$ cat config.mk
export PLATFORM = sky130hd
export DESIGN_NAME = frontend
export DESIGN_NICKNAME = d
export VERILOG_FILES = /design/src/common/fe_pkg.sv /design/src/common/rv_pkg.sv /design/src/common/pred_if.sv /design/src/common/bp_resolve_if.sv /design/src/hw/frontend.sv /design/src/hw/instr_queue.sv /design/src/hw/pc_gen.sv /design/src/predict/branch_predict.sv /design/src/predict/ras.sv /design/src/predict/bht.sv
export SDC_FILE = /design/constraint.sdc
export NUM_CORES = 1
export LEC_CHECK = 0
export BUFFER_PORTS_ARGS = -buffer_cell sky130_fd_sc_hd__buf_2
export CORE_MARGIN = 2
export CORE_UTILIZATION = 59
export CTS_CLUSTER_DIAMETER = 60
export DETAILED_ROUTE_END_ITERATION = 16
export HOLD_SLACK_MARGIN = 0.08
export PLACE_DENSITY_LB_ADDON = 0.2
export SLEW_MARGIN = 5
export SYNTH_ARGS = -nofsm -noshare
export SYNTH_HDL_FRONTEND = slang
export SYNTH_SLANG_ARGS = --single-unit
$ cat constraint.sdc
create_clock -name clk_i -period 9.7 [get_ports clk_i]
set_clock_uncertainty 0.05 [all_clocks]
set_input_delay 0.97 -clock clk_i [delete_from_list [all_inputs] [get_ports clk_i]]
set_output_delay 0.97 -clock clk_i [all_outputs]
set_load 0.01 [all_outputs]
$ cat src/common/fe_pkg.sv
`default_nettype none

package fe_pkg;

    // ------------------------------------------------------------------
    // address space
    // ------------------------------------------------------------------
    localparam int unsigned VLEN = 32;
    // sequential fetch step, one 32-bit word
    localparam logic [VLEN-1:0] INSTR_BYTES = 'd4;

    // ------------------------------------------------------------------
    // predictor sizes
    // ------------------------------------------------------------------
    localparam int unsigned BHT_ENTRIES = 16;
    localparam int unsigned BHT_IDX_W   = $clog2(BHT_ENTRIES);
    localparam int unsigned RAS_DEPTH   = 2;
    localparam int unsigned RAS_CNT_W   = $clog2(RAS_DEPTH + 1);

    // instruction queue, depth must be a power of two
    localparam int unsigned QUEUE_DEPTH = 4;
    localparam int unsigned QUEUE_PTR_W = $clog2(QUEUE_DEPTH);
    localparam int unsigned QUEUE_CNT_W = $clog2(QUEUE_DEPTH + 1);

endpackage

`default_nettype wire

$ cat src/common/rv_pkg.sv
`default_nettype none

package rv_pkg;

    // ------------------------------------------------------------------
    // major opcodes seen by the control-flow scan
    // ------------------------------------------------------------------
    localparam logic [6:0] OPC_BRANCH = 7'b1100011;
    localparam logic [6:0] OPC_JAL    = 7'b1101111;
    localparam logic [6:0] OPC_JALR   = 7'b1100111;

    // register numbers for call and return detection
    localparam logic [4:0] REG_ZERO = 5'd0;
    localparam logic [4:0] REG_RA   = 5'd1;
    localparam logic [4:0] REG_T0   = 5'd5;

    // one instruction word, looked at as a branch or as a jump
    typedef union packed {
        // B-type, immediate bits are scattered around rs1/rs2
        struct packed {
            logic       imm12;
            logic [5:0] imm10_5;
            logic [4:0] rs2;
            logic [4:0] rs1;
            logic [2:0] funct3;
            logic [3:0] imm4_1;
            logic       imm11;
            logic [6:0] opcode;
        } b;
        // J-type and I-type share rd
        // for jal, rs1 and funct3 hold imm[19:15] and imm[14:12]
        struct packed {
            logic       imm20;
            logic [9:0] imm10_1;
            logic       imm11;
            logic [4:0] rs1;
            logic [2:0] funct3;
            logic [4:0] rd;
            logic [6:0] opcode;
        } j;
    } rv_instr_t;

endpackage

`default_nettype wire
$ cat src/common/pred_if.sv
`default_nettype none
`timescale 1ns/100ps

// fetched word plus its predicted successor
interface pred_if import fe_pkg::*; ();

    // response accepted, already cleared on a redirect
    logic            valid;
    logic [VLEN-1:0] pc;
    logic [31:0]     instr;
    logic            taken;
    // pc + 4 unless predicted taken
    logic [VLEN-1:0] target;

    modport src_mp (output valid, pc, instr, taken, target);
    modport pcgen_mp (input valid, taken, target);
    modport queue_mp (input valid, pc, instr, taken, target);

endinterface

`default_nettype wire

$ cat src/common/bp_resolve_if.sv
`default_nettype none
`timescale 1ns/100ps

// branch outcome coming back from the execute stage
interface bp_resolve_if import fe_pkg::*; ();

    logic            valid;
    // conditional branch, trains the bht
    logic            conditional;
    logic [VLEN-1:0] pc;
    logic            taken;
    // front end went the wrong way, restart at target
    logic            mispredict;
    logic [VLEN-1:0] target;

    modport bht_mp (input valid, conditional, pc, taken);
    modport pcgen_mp (input valid, mispredict, target);

endinterface

`default_nettype wire

$ cat src/hw/frontend.sv
`default_nettype none
`timescale 1ns/100ps

module frontend import fe_pkg::*; (
    input  logic            clk_i,
    input  logic            rst_ni,
    input  logic [VLEN-1:0] boot_addr_i,
    // instruction memory
    output logic            mem_req_o,
    output logic [VLEN-1:0] mem_addr_o,
    input  logic            mem_ready_i,
    input  logic            mem_rvalid_i,
    input  logic [31:0]     mem_rdata_i,
    // branch resolution from execute
    input  logic            resolve_valid_i,
    input  logic            resolve_conditional_i,
    input  logic [VLEN-1:0] resolve_pc_i,
    input  logic            resolve_taken_i,
    input  logic            resolve_mispredict_i,
    input  logic [VLEN-1:0] resolve_target_i,
    // exception control
    input  logic            eret_i,
    input  logic [VLEN-1:0] epc_i,
    input  logic            ex_valid_i,
    input  logic [VLEN-1:0] trap_vector_i,
    // to the back end
    output logic            fetch_valid_o,
    input  logic            fetch_ready_i,
    output logic [VLEN-1:0] fetch_pc_o,
    output logic [31:0]     fetch_instr_o,
    output logic            fetch_taken_o,
    output logic [VLEN-1:0] fetch_target_o
);

    bp_resolve_if resolve ();
    pred_if       pred ();

    // queue can take the in-flight word and one more
    logic room;
    // exception, eret or mispredict this cycle
    logic redirect;

    assign resolve.valid       = resolve_valid_i;
    assign resolve.conditional = resolve_conditional_i;
    assign resolve.pc          = resolve_pc_i;
    assign resolve.taken       = resolve_taken_i;
    assign resolve.mispredict  = resolve_mispredict_i;
    assign resolve.target      = resolve_target_i;

    pc_gen i_pc_gen (
        .clk_i         ( clk_i         ),
        .rst_ni        ( rst_ni        ),
        .boot_addr_i   ( boot_addr_i   ),
        .resolve       ( resolve       ),
        .pred          ( pred          ),
        .eret_i        ( eret_i        ),
        .epc_i         ( epc_i         ),
        .ex_valid_i    ( ex_valid_i    ),
        .trap_vector_i ( trap_vector_i ),
        .room_i        ( room          ),
        .mem_req_o     ( mem_req_o     ),
        .mem_addr_o    ( mem_addr_o    ),
        .mem_ready_i   ( mem_ready_i   ),
        .redirect_o    ( redirect      )
    );

    // sees the address of every cycle, the response tells which was taken
    branch_predict i_branch_predict (
        .clk_i        ( clk_i        ),
        .rst_ni       ( rst_ni       ),
        .mem_rvalid_i ( mem_rvalid_i ),
        .mem_rdata_i  ( mem_rdata_i  ),
        .mem_addr_i   ( mem_addr_o   ),
        .redirect_i   ( redirect     ),
        .resolve      ( resolve      ),
        .pred         ( pred         )
    );

    instr_queue i_instr_queue (
        .clk_i          ( clk_i          ),
        .rst_ni         ( rst_ni         ),
        .flush_i        ( redirect       ),
        .pred           ( pred           ),
        .room_o         ( room           ),
        .fetch_valid_o  ( fetch_valid_o  ),
        .fetch_ready_i  ( fetch_ready_i  ),
        .fetch_pc_o     ( fetch_pc_o     ),
        .fetch_instr_o  ( fetch_instr_o  ),
        .fetch_taken_o  ( fetch_taken_o  ),
        .fetch_target_o ( fetch_target_o )
    );

endmodule

`default_nettype wire

$ cat src/hw/instr_queue.sv
`default_nettype none
`timescale 1ns/100ps

module instr_queue import fe_pkg::*; (
    input  logic            clk_i,
    input  logic            rst_ni,
    input  logic            flush_i,
    pred_if.queue_mp        pred,
    output logic            room_o,
    output logic            fetch_valid_o,
    input  logic            fetch_ready_i,
    output logic [VLEN-1:0] fetch_pc_o,
    output logic [31:0]     fetch_instr_o,
    output logic            fetch_taken_o,
    output logic [VLEN-1:0] fetch_target_o
);

    // entry storage
    logic [VLEN-1:0]        pc_q     [QUEUE_DEPTH];
    logic [31:0]            instr_q  [QUEUE_DEPTH];
    logic                   taken_q  [QUEUE_DEPTH];
    logic [VLEN-1:0]        target_q [QUEUE_DEPTH];

    logic [QUEUE_PTR_W-1:0] wr_ptr_q;
    logic [QUEUE_PTR_W-1:0] rd_ptr_q;
    logic [QUEUE_CNT_W-1:0] count_q;
    logic                   push;
    logic                   pop;

    // pc_gen only requests with room, a response always fits
    assign push = pred.valid;
    assign pop  = fetch_valid_o & fetch_ready_i;

    // this cycle's write counts as done, one more slot for the next request
    assign room_o = (count_q + pred.valid) <= (QUEUE_DEPTH - 2);

    // show-ahead, head entry is visible without a read
    // nothing leaves in a flush cycle
    assign fetch_valid_o  = (count_q != '0) & ~flush_i;
    assign fetch_pc_o     = pc_q[rd_ptr_q];
    assign fetch_instr_o  = instr_q[rd_ptr_q];
    assign fetch_taken_o  = taken_q[rd_ptr_q];
    assign fetch_target_o = target_q[rd_ptr_q];

    always_ff @(posedge clk_i or negedge rst_ni) begin
        if (!rst_ni) begin
            wr_ptr_q <= '0;
            rd_ptr_q <= '0;
            count_q  <= '0;
        end else if (flush_i) begin
            wr_ptr_q <= '0;
            rd_ptr_q <= '0;
            count_q  <= '0;
        end else begin
            // pointers wrap on their own
            wr_ptr_q <= wr_ptr_q + QUEUE_PTR_W'(push);
            rd_ptr_q <= rd_ptr_q + QUEUE_PTR_W'(pop);
            count_q  <= count_q + QUEUE_CNT_W'(push) - QUEUE_CNT_W'(pop);
        end
    end

    always_ff @(posedge clk_i) begin
        if (push) begin
            pc_q[wr_ptr_q]     <= pred.pc;
            instr_q[wr_ptr_q]  <= pred.instr;
            taken_q[wr_ptr_q]  <= pred.taken;
            target_q[wr_ptr_q] <= pred.target;
        end
    end

endmodule

`default_nettype wire

$ cat src/hw/pc_gen.sv
`default_nettype none
`timescale 1ns/100ps

module pc_gen import fe_pkg::*; (
    input  logic            clk_i,
    input  logic            rst_ni,
    input  logic [VLEN-1:0] boot_addr_i,
    bp_resolve_if.pcgen_mp  resolve,
    pred_if.pcgen_mp        pred,
    input  logic            eret_i,
    input  logic [VLEN-1:0] epc_i,
    input  logic            ex_valid_i,
    input  logic [VLEN-1:0] trap_vector_i,
    input  logic            room_i,
    output logic            mem_req_o,
    output logic [VLEN-1:0] mem_addr_o,
    input  logic            mem_ready_i,
    output logic            redirect_o
);

    logic [VLEN-1:0] npc_d;
    logic [VLEN-1:0] npc_q;
    // first cycle out of reset, npc picks up boot_addr_i
    logic            boot_load_q;
    logic            mispredict;
    logic            bp_taken;

    assign mispredict = resolve.valid & resolve.mispredict;
    assign bp_taken   = pred.valid & pred.taken;
    assign redirect_o = ex_valid_i | eret_i | mispredict;

    // a taken prediction replaces this cycle's fetch address,
    // so the fall-through word is never requested
    assign mem_addr_o = bp_taken ? pred.target : npc_q;
    // no request while a redirect is applied or npc is still unknown
    assign mem_req_o  = room_i & ~redirect_o & ~boot_load_q;

    // ------------------------------------------------------------------
    // next pc, later assignments take precedence
    // ------------------------------------------------------------------
    always_comb begin
        // hold, or keep the predicted target until it is accepted
        npc_d = mem_addr_o;
        if (mem_req_o && mem_ready_i) begin
            npc_d = mem_addr_o + INSTR_BYTES;
        end
        if (mispredict) begin
            npc_d = resolve.target;
        end
        if (eret_i) begin
            npc_d = epc_i;
        end
        if (ex_valid_i) begin
            npc_d = trap_vector_i;
        end
        if (boot_load_q) begin
            npc_d = boot_addr_i;
        end
    end

    always_ff @(posedge clk_i or negedge rst_ni) begin
        if (!rst_ni) begin
            boot_load_q <= 1'b1;
            npc_q       <= '0;
        end else begin
            boot_load_q <= 1'b0;
            npc_q       <= npc_d;
        end
    end

endmodule

`default_nettype wire

$ cat src/predict/branch_predict.sv
`default_nettype none
`timescale 1ns/100ps

module branch_predict import fe_pkg::*, rv_pkg::*; (
    input  logic            clk_i,
    input  logic            rst_ni,
    input  logic            mem_rvalid_i,
    input  logic [31:0]     mem_rdata_i,
    input  logic [VLEN-1:0] mem_addr_i,
    input  logic            redirect_i,
    bp_resolve_if.bht_mp    resolve,
    pred_if.src_mp          pred
);

    // address of last cycle's request, pc of any response now
    logic [VLEN-1:0] addr_q;
    rv_instr_t       instr;
    logic            valid;
    logic            is_branch;
    logic            is_jal;
    logic            is_jalr;
    logic            rd_link;
    logic            rs1_link;
    logic            is_call;
    logic            is_return;
    logic [VLEN-1:0] b_imm;
    logic [VLEN-1:0] j_imm;
    logic [VLEN-1:0] seq_pc;
    logic            bht_valid;
    logic            bht_taken;
    logic [VLEN-1:0] ras_top;
    logic            ras_empty;
    logic            taken;
    logic [VLEN-1:0] target;

    // latency is fixed at one cycle, so no need to look at the accept
    always_ff @(posedge clk_i) begin
        addr_q <= mem_addr_i;
    end

    assign instr  = mem_rdata_i;
    assign valid  = mem_rvalid_i & ~redirect_i;
    assign seq_pc = addr_q + INSTR_BYTES;

    // ------------------------------------------------------------------
    // control-flow scan
    // ------------------------------------------------------------------
    assign is_branch = (instr.b.opcode == OPC_BRANCH);
    assign is_jal    = (instr.j.opcode == OPC_JAL);
    assign is_jalr   = (instr.j.opcode == OPC_JALR);
    assign rd_link   = (instr.j.rd == REG_RA) || (instr.j.rd == REG_T0);
    assign rs1_link  = (instr.j.rs1 == REG_RA) || (instr.j.rs1 == REG_T0);
    assign is_call   = (is_jal | is_jalr) & rd_link;
    assign is_return = is_jalr & rs1_link & (instr.j.rd == REG_ZERO);

    // sign-extended offsets
    assign b_imm = {{(VLEN-12){instr.b.imm12}}, instr.b.imm11, instr.b.imm10_5,
                    instr.b.imm4_1, 1'b0};
    assign j_imm = {{(VLEN-20){instr.j.imm20}}, instr.j.rs1, instr.j.funct3,
                    instr.j.imm11, instr.j.imm10_1, 1'b0};

    // ------------------------------------------------------------------
    // target selection
    // ------------------------------------------------------------------
    always_comb begin
        taken  = 1'b0;
        target = seq_pc;
        if (is_jal) begin
            taken  = 1'b1;
            target = addr_q + j_imm;
        end else if (is_branch) begin
            // static rule while the counter is cold, backward means taken
            taken = bht_valid ? bht_taken : b_imm[VLEN-1];
            if (taken) begin
                target = addr_q + b_imm;
            end
        end else if (is_return && !ras_empty) begin
            taken  = 1'b1;
            target = ras_top;
        end
    end

    assign pred.valid  = valid;
    assign pred.pc     = addr_q;
    assign pred.instr  = mem_rdata_i;
    assign pred.taken  = taken;
    assign pred.target = target;

    bht i_bht (
        .clk_i   ( clk_i     ),
        .rst_ni  ( rst_ni    ),
        .pc_i    ( addr_q    ),
        .valid_o ( bht_valid ),
        .taken_o ( bht_taken ),
        .resolve ( resolve   )
    );

    // discarded responses leave the stack alone
    ras i_ras (
        .clk_i   ( clk_i               ),
        .rst_ni  ( rst_ni              ),
        .push_i  ( valid & is_call     ),
        .pop_i   ( valid & is_return   ),
        .addr_i  ( seq_pc              ),
        .top_o   ( ras_top             ),
        .empty_o ( ras_empty           )
    );

endmodule

`default_nettype wire

$ cat src/predict/ras.sv
`default_nettype none
`timescale 1ns/100ps

module ras import fe_pkg::*; (
    input  logic            clk_i,
    input  logic            rst_ni,
    input  logic            push_i,
    input  logic            pop_i,
    input  logic [VLEN-1:0] addr_i,
    output logic [VLEN-1:0] top_o,
    output logic            empty_o
);

    // entry 0 is the top, deeper entries shift down on a push
    logic [VLEN-1:0]      stack_q [RAS_DEPTH];
    logic [RAS_CNT_W-1:0] count_q;
    logic                 replace;
    logic                 do_push;
    logic                 do_pop;

    assign top_o   = stack_q[0];
    assign empty_o = (count_q == '0);

    // pop on empty is ignored, push and pop together swap the top
    assign replace = push_i & pop_i & ~empty_o;
    assign do_push = push_i & ~replace;
    assign do_pop  = pop_i & ~push_i & ~empty_o;

    always_ff @(posedge clk_i or negedge rst_ni) begin
        if (!rst_ni) begin
            count_q <= '0;
        end else if (do_push && count_q != RAS_CNT_W'(RAS_DEPTH)) begin
            count_q <= count_q + 1'b1;
        end else if (do_pop) begin
            count_q <= count_q - 1'b1;
        end
    end

    // full stack push drops the oldest entry off the bottom
    always_ff @(posedge clk_i) begin
        if (replace) begin
            stack_q[0] <= addr_i;
        end else if (do_push) begin
            stack_q[0] <= addr_i;
            for (int i = 1; i < RAS_DEPTH; i++) begin
                stack_q[i] <= stack_q[i-1];
            end
        end else if (do_pop) begin
            for (int i = 0; i < RAS_DEPTH - 1; i++) begin
                stack_q[i] <= stack_q[i+1];
            end
        end
    end

endmodule

`default_nettype wire

$ cat src/predict/bht.sv
`default_nettype none
`timescale 1ns/100ps

module bht import fe_pkg::*; (
    input  logic            clk_i,
    input  logic            rst_ni,
    input  logic [VLEN-1:0] pc_i,
    output logic            valid_o,
    output logic            taken_o,
    bp_resolve_if.bht_mp    resolve
);

    // 2-bit saturating counters, msb is the prediction
    logic [1:0]             cnt_q [BHT_ENTRIES];
    logic [BHT_ENTRIES-1:0] valid_q;
    logic [BHT_IDX_W-1:0]   rd_idx;
    logic [BHT_IDX_W-1:0]   wr_idx;
    logic                   update;

    // word-aligned pcs, skip the two low bits
    assign rd_idx  = pc_i[BHT_IDX_W+1:2];
    assign wr_idx  = resolve.pc[BHT_IDX_W+1:2];
    assign update  = resolve.valid & resolve.conditional;
    assign valid_o = valid_q[rd_idx];
    assign taken_o = cnt_q[rd_idx][1];

    always_ff @(posedge clk_i or negedge rst_ni) begin
        if (!rst_ni) begin
            valid_q <= '0;
        end else if (update) begin
            valid_q[wr_idx] <= 1'b1;
        end
    end

    always_ff @(posedge clk_i) begin
        if (update) begin
            if (!valid_q[wr_idx]) begin
                // first outcome lands on the weak side of its direction
                cnt_q[wr_idx] <= resolve.taken ? 2'b10 : 2'b01;
            end else if (resolve.taken && cnt_q[wr_idx] != 2'b11) begin
                cnt_q[wr_idx] <= cnt_q[wr_idx] + 2'd1;
            end else if (!resolve.taken && cnt_q[wr_idx] != 2'b00) begin
                cnt_q[wr_idx] <= cnt_q[wr_idx] - 2'd1;
            end
        end
    end

endmodule

`default_nettype wire

==> results summary <==
The required time at the worst-slack endpoint came out at 10.20 ns. The average detailed-routed wire length per instance came out at 27.17 µm. The number of global-route vias before repair came out at 19780.

The reg2reg setup slack is 2.88 ns. The part of the cycle the worst path needs is 70.35%. STA classifies the critical path startpoint as a register. The setup total negative slack came out at 0 ns. Yosys printed 0 warnings. For this run, the slowest stage of the critical path takes 0.96 ns. The normalized max-slew margin came out at 15.68%. The highest achievable clock rate came out at 0.1466 GHz. The CTS tree is yes. The number of pins with negative max-slew slack in the final report was 0. The post-synthesis cell type count came out at 88. The share of the yosys chip area belonging to registers came out at 59.23%. The flow ran to the end, and the final reports show no timing, DRC or antenna violations. Setup repair after global routing left no endpoint under its margin.

The initial antenna violation count is 2. Each instance of the synthesized netlist takes up on average 13.40 µm². Of all flip-flops after synthesis, the portion carrying an async set or reset was 10.10%. Summing all multi-input logic gate instances after layout gives 10870 µm². The aggregate global routing overflow is 0. The clock transition at the registers of the reported paths came out at 0.07 ns.

The total of buffers placed on input and output ports came out at 305. When the netlist entered floorplanning its net count stood at 2355. The first global-routing pass estimated 122900 µm of wire. The ratio of cells with drive above 1 in the final layout came out at 25.34%. The share of the core filled with cells is 68.44%. The total routing resource utilization after global routing is 33.25%.

The final weighted congestion in routability-driven placement is 1.010. The number of setup violations in the final report is 0. Data arrives at the worst endpoint at 7.33 ns.

In this run the deepest clock path goes through 3 buffers. The synthesis-stage register bit count came out at 574. In the synthesized netlist, the number of instances is 2095. The count of final hold-check violations came to 0. Measured along the y axis, the die boundary spans 222.1 µm.

The number of gates resized after cts is 0. The final wirelength came out at 82200 µm. The leakage component of the power came out at 11.38 nW. The remaining number of nets flagged by the antenna check after routing is 0. The number of primary I/O pins is 334. The cts-stage hold buffer count is 0. For this block, the initial DRC count from the detailed router was 2580. The count of fill cells added during filler insertion is 3296. Traced cell by cell, the critical path runs through mux4_1 > mux2i_1 > mux2_2 > a22o_1 > a221oi_1 > a21oi_1 > nand2_1 > nand2_1 > ha_1 > and3_1 > or4b_4 > or4_1 > or4_1 > nand3_1.

The iteration count of the initial detailed-routing pass is 7. The design draws 0.005817 W. The total number of H-tree levels is 2. The startpoint of the tightest hold check path is i_branch_predict.i_ras.stack_q[0][5]. The worst register-to-register path begins at i_branch_predict.pred.pc[3]. Entering global routing, the biggest net connects 61 pins. The leading cell type in the layout, fill and taps excluded is sky130_fd_sc_hd__edfxtp_1. The region available for standard cell placement spans 46750 µm².

In this run the worst hold path is classified as reg2reg. The worst setup path is of the reg2reg kind. The average via count per standard cell is 6.657.

After the flow finishes, the layout carries non-filler instances totaling 3025. The slowest stage of the critical path belongs to the cell sky130_fd_sc_hd__dfxtp_1. The slew at the pin closest to its max-slew limit is 1.265 ns. Once the floorplan was initialized, standard cells occupied 60.04% of the core. The number of cells after detailed placement came out at 2918.

The clock latency on the worst-skew pair is 0.62 ns. The power per cell area came out at 181.8 nW/µm². The cell area after synthesis is 28070 µm². The post-CTS setup buffer count is 0. The maximum vdd ir drop came out at 135.0 µV.

Once detailed placement completed, the half-perimeter wirelength came to 59000 µm. The minimum clock period is 6.823 ns. The number of cell rows came out at 79.

The library cells used most frequently in the layout, excluding fill and tap cells, are 484 x sky130_fd_sc_hd__edfxtp_1, 305 x sky130_fd_sc_hd__buf_2, 166 x sky130_fd_sc_hd__nand2_1. The sort of element at the end of the critical path is a register. In this run, CTS created clock tree buffers numbering 55.

The vias after detailed routing came out at 20140. In this run, synthesis inferred 484 flip-flops with an integrated enable. The most used flip-flop cell after synthesis is sky130_fd_sc_hd__edfxtp_1. In this run the horizontal extent of the chip is 222.1 µm.

The number of remaining DRC errors is 0. The count of maximum capacitance violations came out at 0. The root buffer selected by CTS is sky130_fd_sc_hd__clkbuf_16. The number of clock sinks is 574.

The area of the die is 49340 µm². In this run the worst path has a maximum fanout of 20. The area occupied by registers came out at 16630 µm². The critical path starts at i_branch_predict.pred.pc[3]. After the last flow step, the layout net total stands at 2628. The layout overhead on the synthesized area is 13.98%.
path summary, 6_finish.rpt:
path,end,cells after the start
max in group asynchronous,i_instr_queue.rd_ptr_q[1],2
max,i_pc_gen.npc_q[30],14
max reg2reg,i_pc_gen.npc_q[30],14
min in group asynchronous,i_instr_queue.count_q[0],2
min reg2reg,i_branch_predict.i_ras.stack_q[1][5],0
min,i_branch_predict.i_ras.stack_q[1][5],0
power breakdown:
part	switching, W	internal, W	leakage [nW]
clock	0.000927	0.00127	0.887
sequential	0.0000760	0.00276	5.33
combinational	0.000496	0.000296	5.16
metrics by stage:
stage	hold slack, ns	instance area [µm²]	setup slack [ns]
final	0.4013	32000	2.877
after global routing	0.3995	31990	2.615
after CTS	0.3932	31990	2.830
after detailed placement	0.3787	30130	2.823
after global placement	0.3808	30130	2.965
after floorplan	0.3674	28070	0.1634
synthesized netlist by cell type, types with 10 or more instances:
cell type / instances / share of area, %
sky130_fd_sc_hd__mux2i_1: 20 / 0.71
sky130_fd_sc_hd__nor4_1: 12 / 0.27
sky130_fd_sc_hd__or2_2: 10 / 0.22
sky130_fd_sc_hd__xnor2_1: 38 / 1.2
sky130_fd_sc_hd__o21a_1: 18 / 0.48
sky130_fd_sc_hd__ha_1: 54 / 2.4
sky130_fd_sc_hd__dfrtp_1: 57 / 5.1
sky130_fd_sc_hd__a22oi_1: 16 / 0.43
sky130_fd_sc_hd__a221o_1: 12 / 0.43
sky130_fd_sc_hd__inv_1: 37 / 0.49
sky130_fd_sc_hd__buf_1: 19 / 0.25
sky130_fd_sc_hd__xor2_1: 35 / 1.1
sky130_fd_sc_hd__a21o_1: 26 / 0.70
sky130_fd_sc_hd__nand2_1: 167 / 2.2
sky130_fd_sc_hd__clkbuf_1: 89 / 1.2
sky130_fd_sc_hd__nand2b_1: 15 / 0.33
sky130_fd_sc_hd__dfxtp_1: 32 / 2.3
sky130_fd_sc_hd__o21ai_0: 95 / 1.7
sky130_fd_sc_hd__o31ai_1: 17 / 0.45
sky130_fd_sc_hd__nand4_1: 25 / 0.56
sky130_fd_sc_hd__or3_1: 14 / 0.31
sky130_fd_sc_hd__nor3_1: 35 / 0.62
sky130_fd_sc_hd__mux4_2: 116 / 9.3
sky130_fd_sc_hd__and4_1: 12 / 0.37
sky130_fd_sc_hd__nand3_1: 44 / 0.78
sky130_fd_sc_hd__a21oi_1: 129 / 2.3
sky130_fd_sc_hd__o211ai_1: 14 / 0.37
sky130_fd_sc_hd__o22ai_1: 11 / 0.25
sky130_fd_sc_hd__a31oi_1: 29 / 0.65
sky130_fd_sc_hd__a31o_2: 11 / 0.34
sky130_fd_sc_hd__a221oi_1: 10 / 0.31
sky130_fd_sc_hd__and2_1: 27 / 0.60
sky130_fd_sc_hd__edfxtp_1: 484 / 52
sky130_fd_sc_hd__nor2_1: 130 / 1.7
sky130_fd_sc_hd__and3_1: 23 / 0.51
sky130_fd_sc_hd__a211oi_1: 25 / 0.67
sky130_fd_sc_hd__o21bai_1: 22 / 0.59
sky130_fd_sc_hd__mux2_2: 33 / 1.3
logic make-up after synthesis:
logic type	count (synthesis)	share of synthesized area (%)
compound gates	507	12.04
xor+xnor	73	2.277
flops	574	59.23
simple gates	554	9.792
fa+ha+maj	57	2.621
mux	176	11.87
buf+inv	153	2.153
other cells	1	0.01336
worst max-delay path: cells and delay by family, from the launching register on:
family | cells | cell delay (ns)
muxes | 3 | 1.29
AOI/OAI and AO/OA | 3 | 1.81
adders and majority gates | 1 | 0.20
and+or+nand+nor | 7 | 2.45
DFF | 1 | 0.96
sequential cells by signal, summed over array words and instances, names as in the netlist:
name / cells
i_pc_gen.npc_q: 32
i_branch_predict.i_ras.count_q: 2
i_instr_queue.taken_q: 4
i_branch_predict.i_bht.cnt_q: 32
i_pc_gen.boot_load_q: 1
i_instr_queue.pc_q: 128
i_instr_queue.count_q: 3
i_instr_queue.target_q: 128
i_instr_queue.wr_ptr_q: 2
i_branch_predict.i_bht.valid_q: 16
i_branch_predict.i_ras.stack_q: 64
i_instr_queue.rd_ptr_q: 2
i_branch_predict.pred.pc: 32
i_instr_queue.instr_q: 128
layout make-up:
class	instances	area share, %
Antenna cell	3	0.02346
Clock buffer	64	4.540
Clock inverter	40	1.275
Inverter	38	0.4458
Multi-Input combinational cell	1368	33.98
Sequential cell	574	51.99
Tap cell	607	2.374
Timing Repair Buffer	331	5.380
metal layers:
metal  routed length, µm  part of all wire [%]  vias up  GRT usage [%]
met1               33490                    41     9975          47.60
met5                   0                     0        -              0
met4                1897                   2.3        0          8.413
met2               38120                    46     1198          51.84
li1                    -                     -     8836              -
met3                8694                    11      129          7.925
No activity file was read; power rests on OpenSTA's default activity.
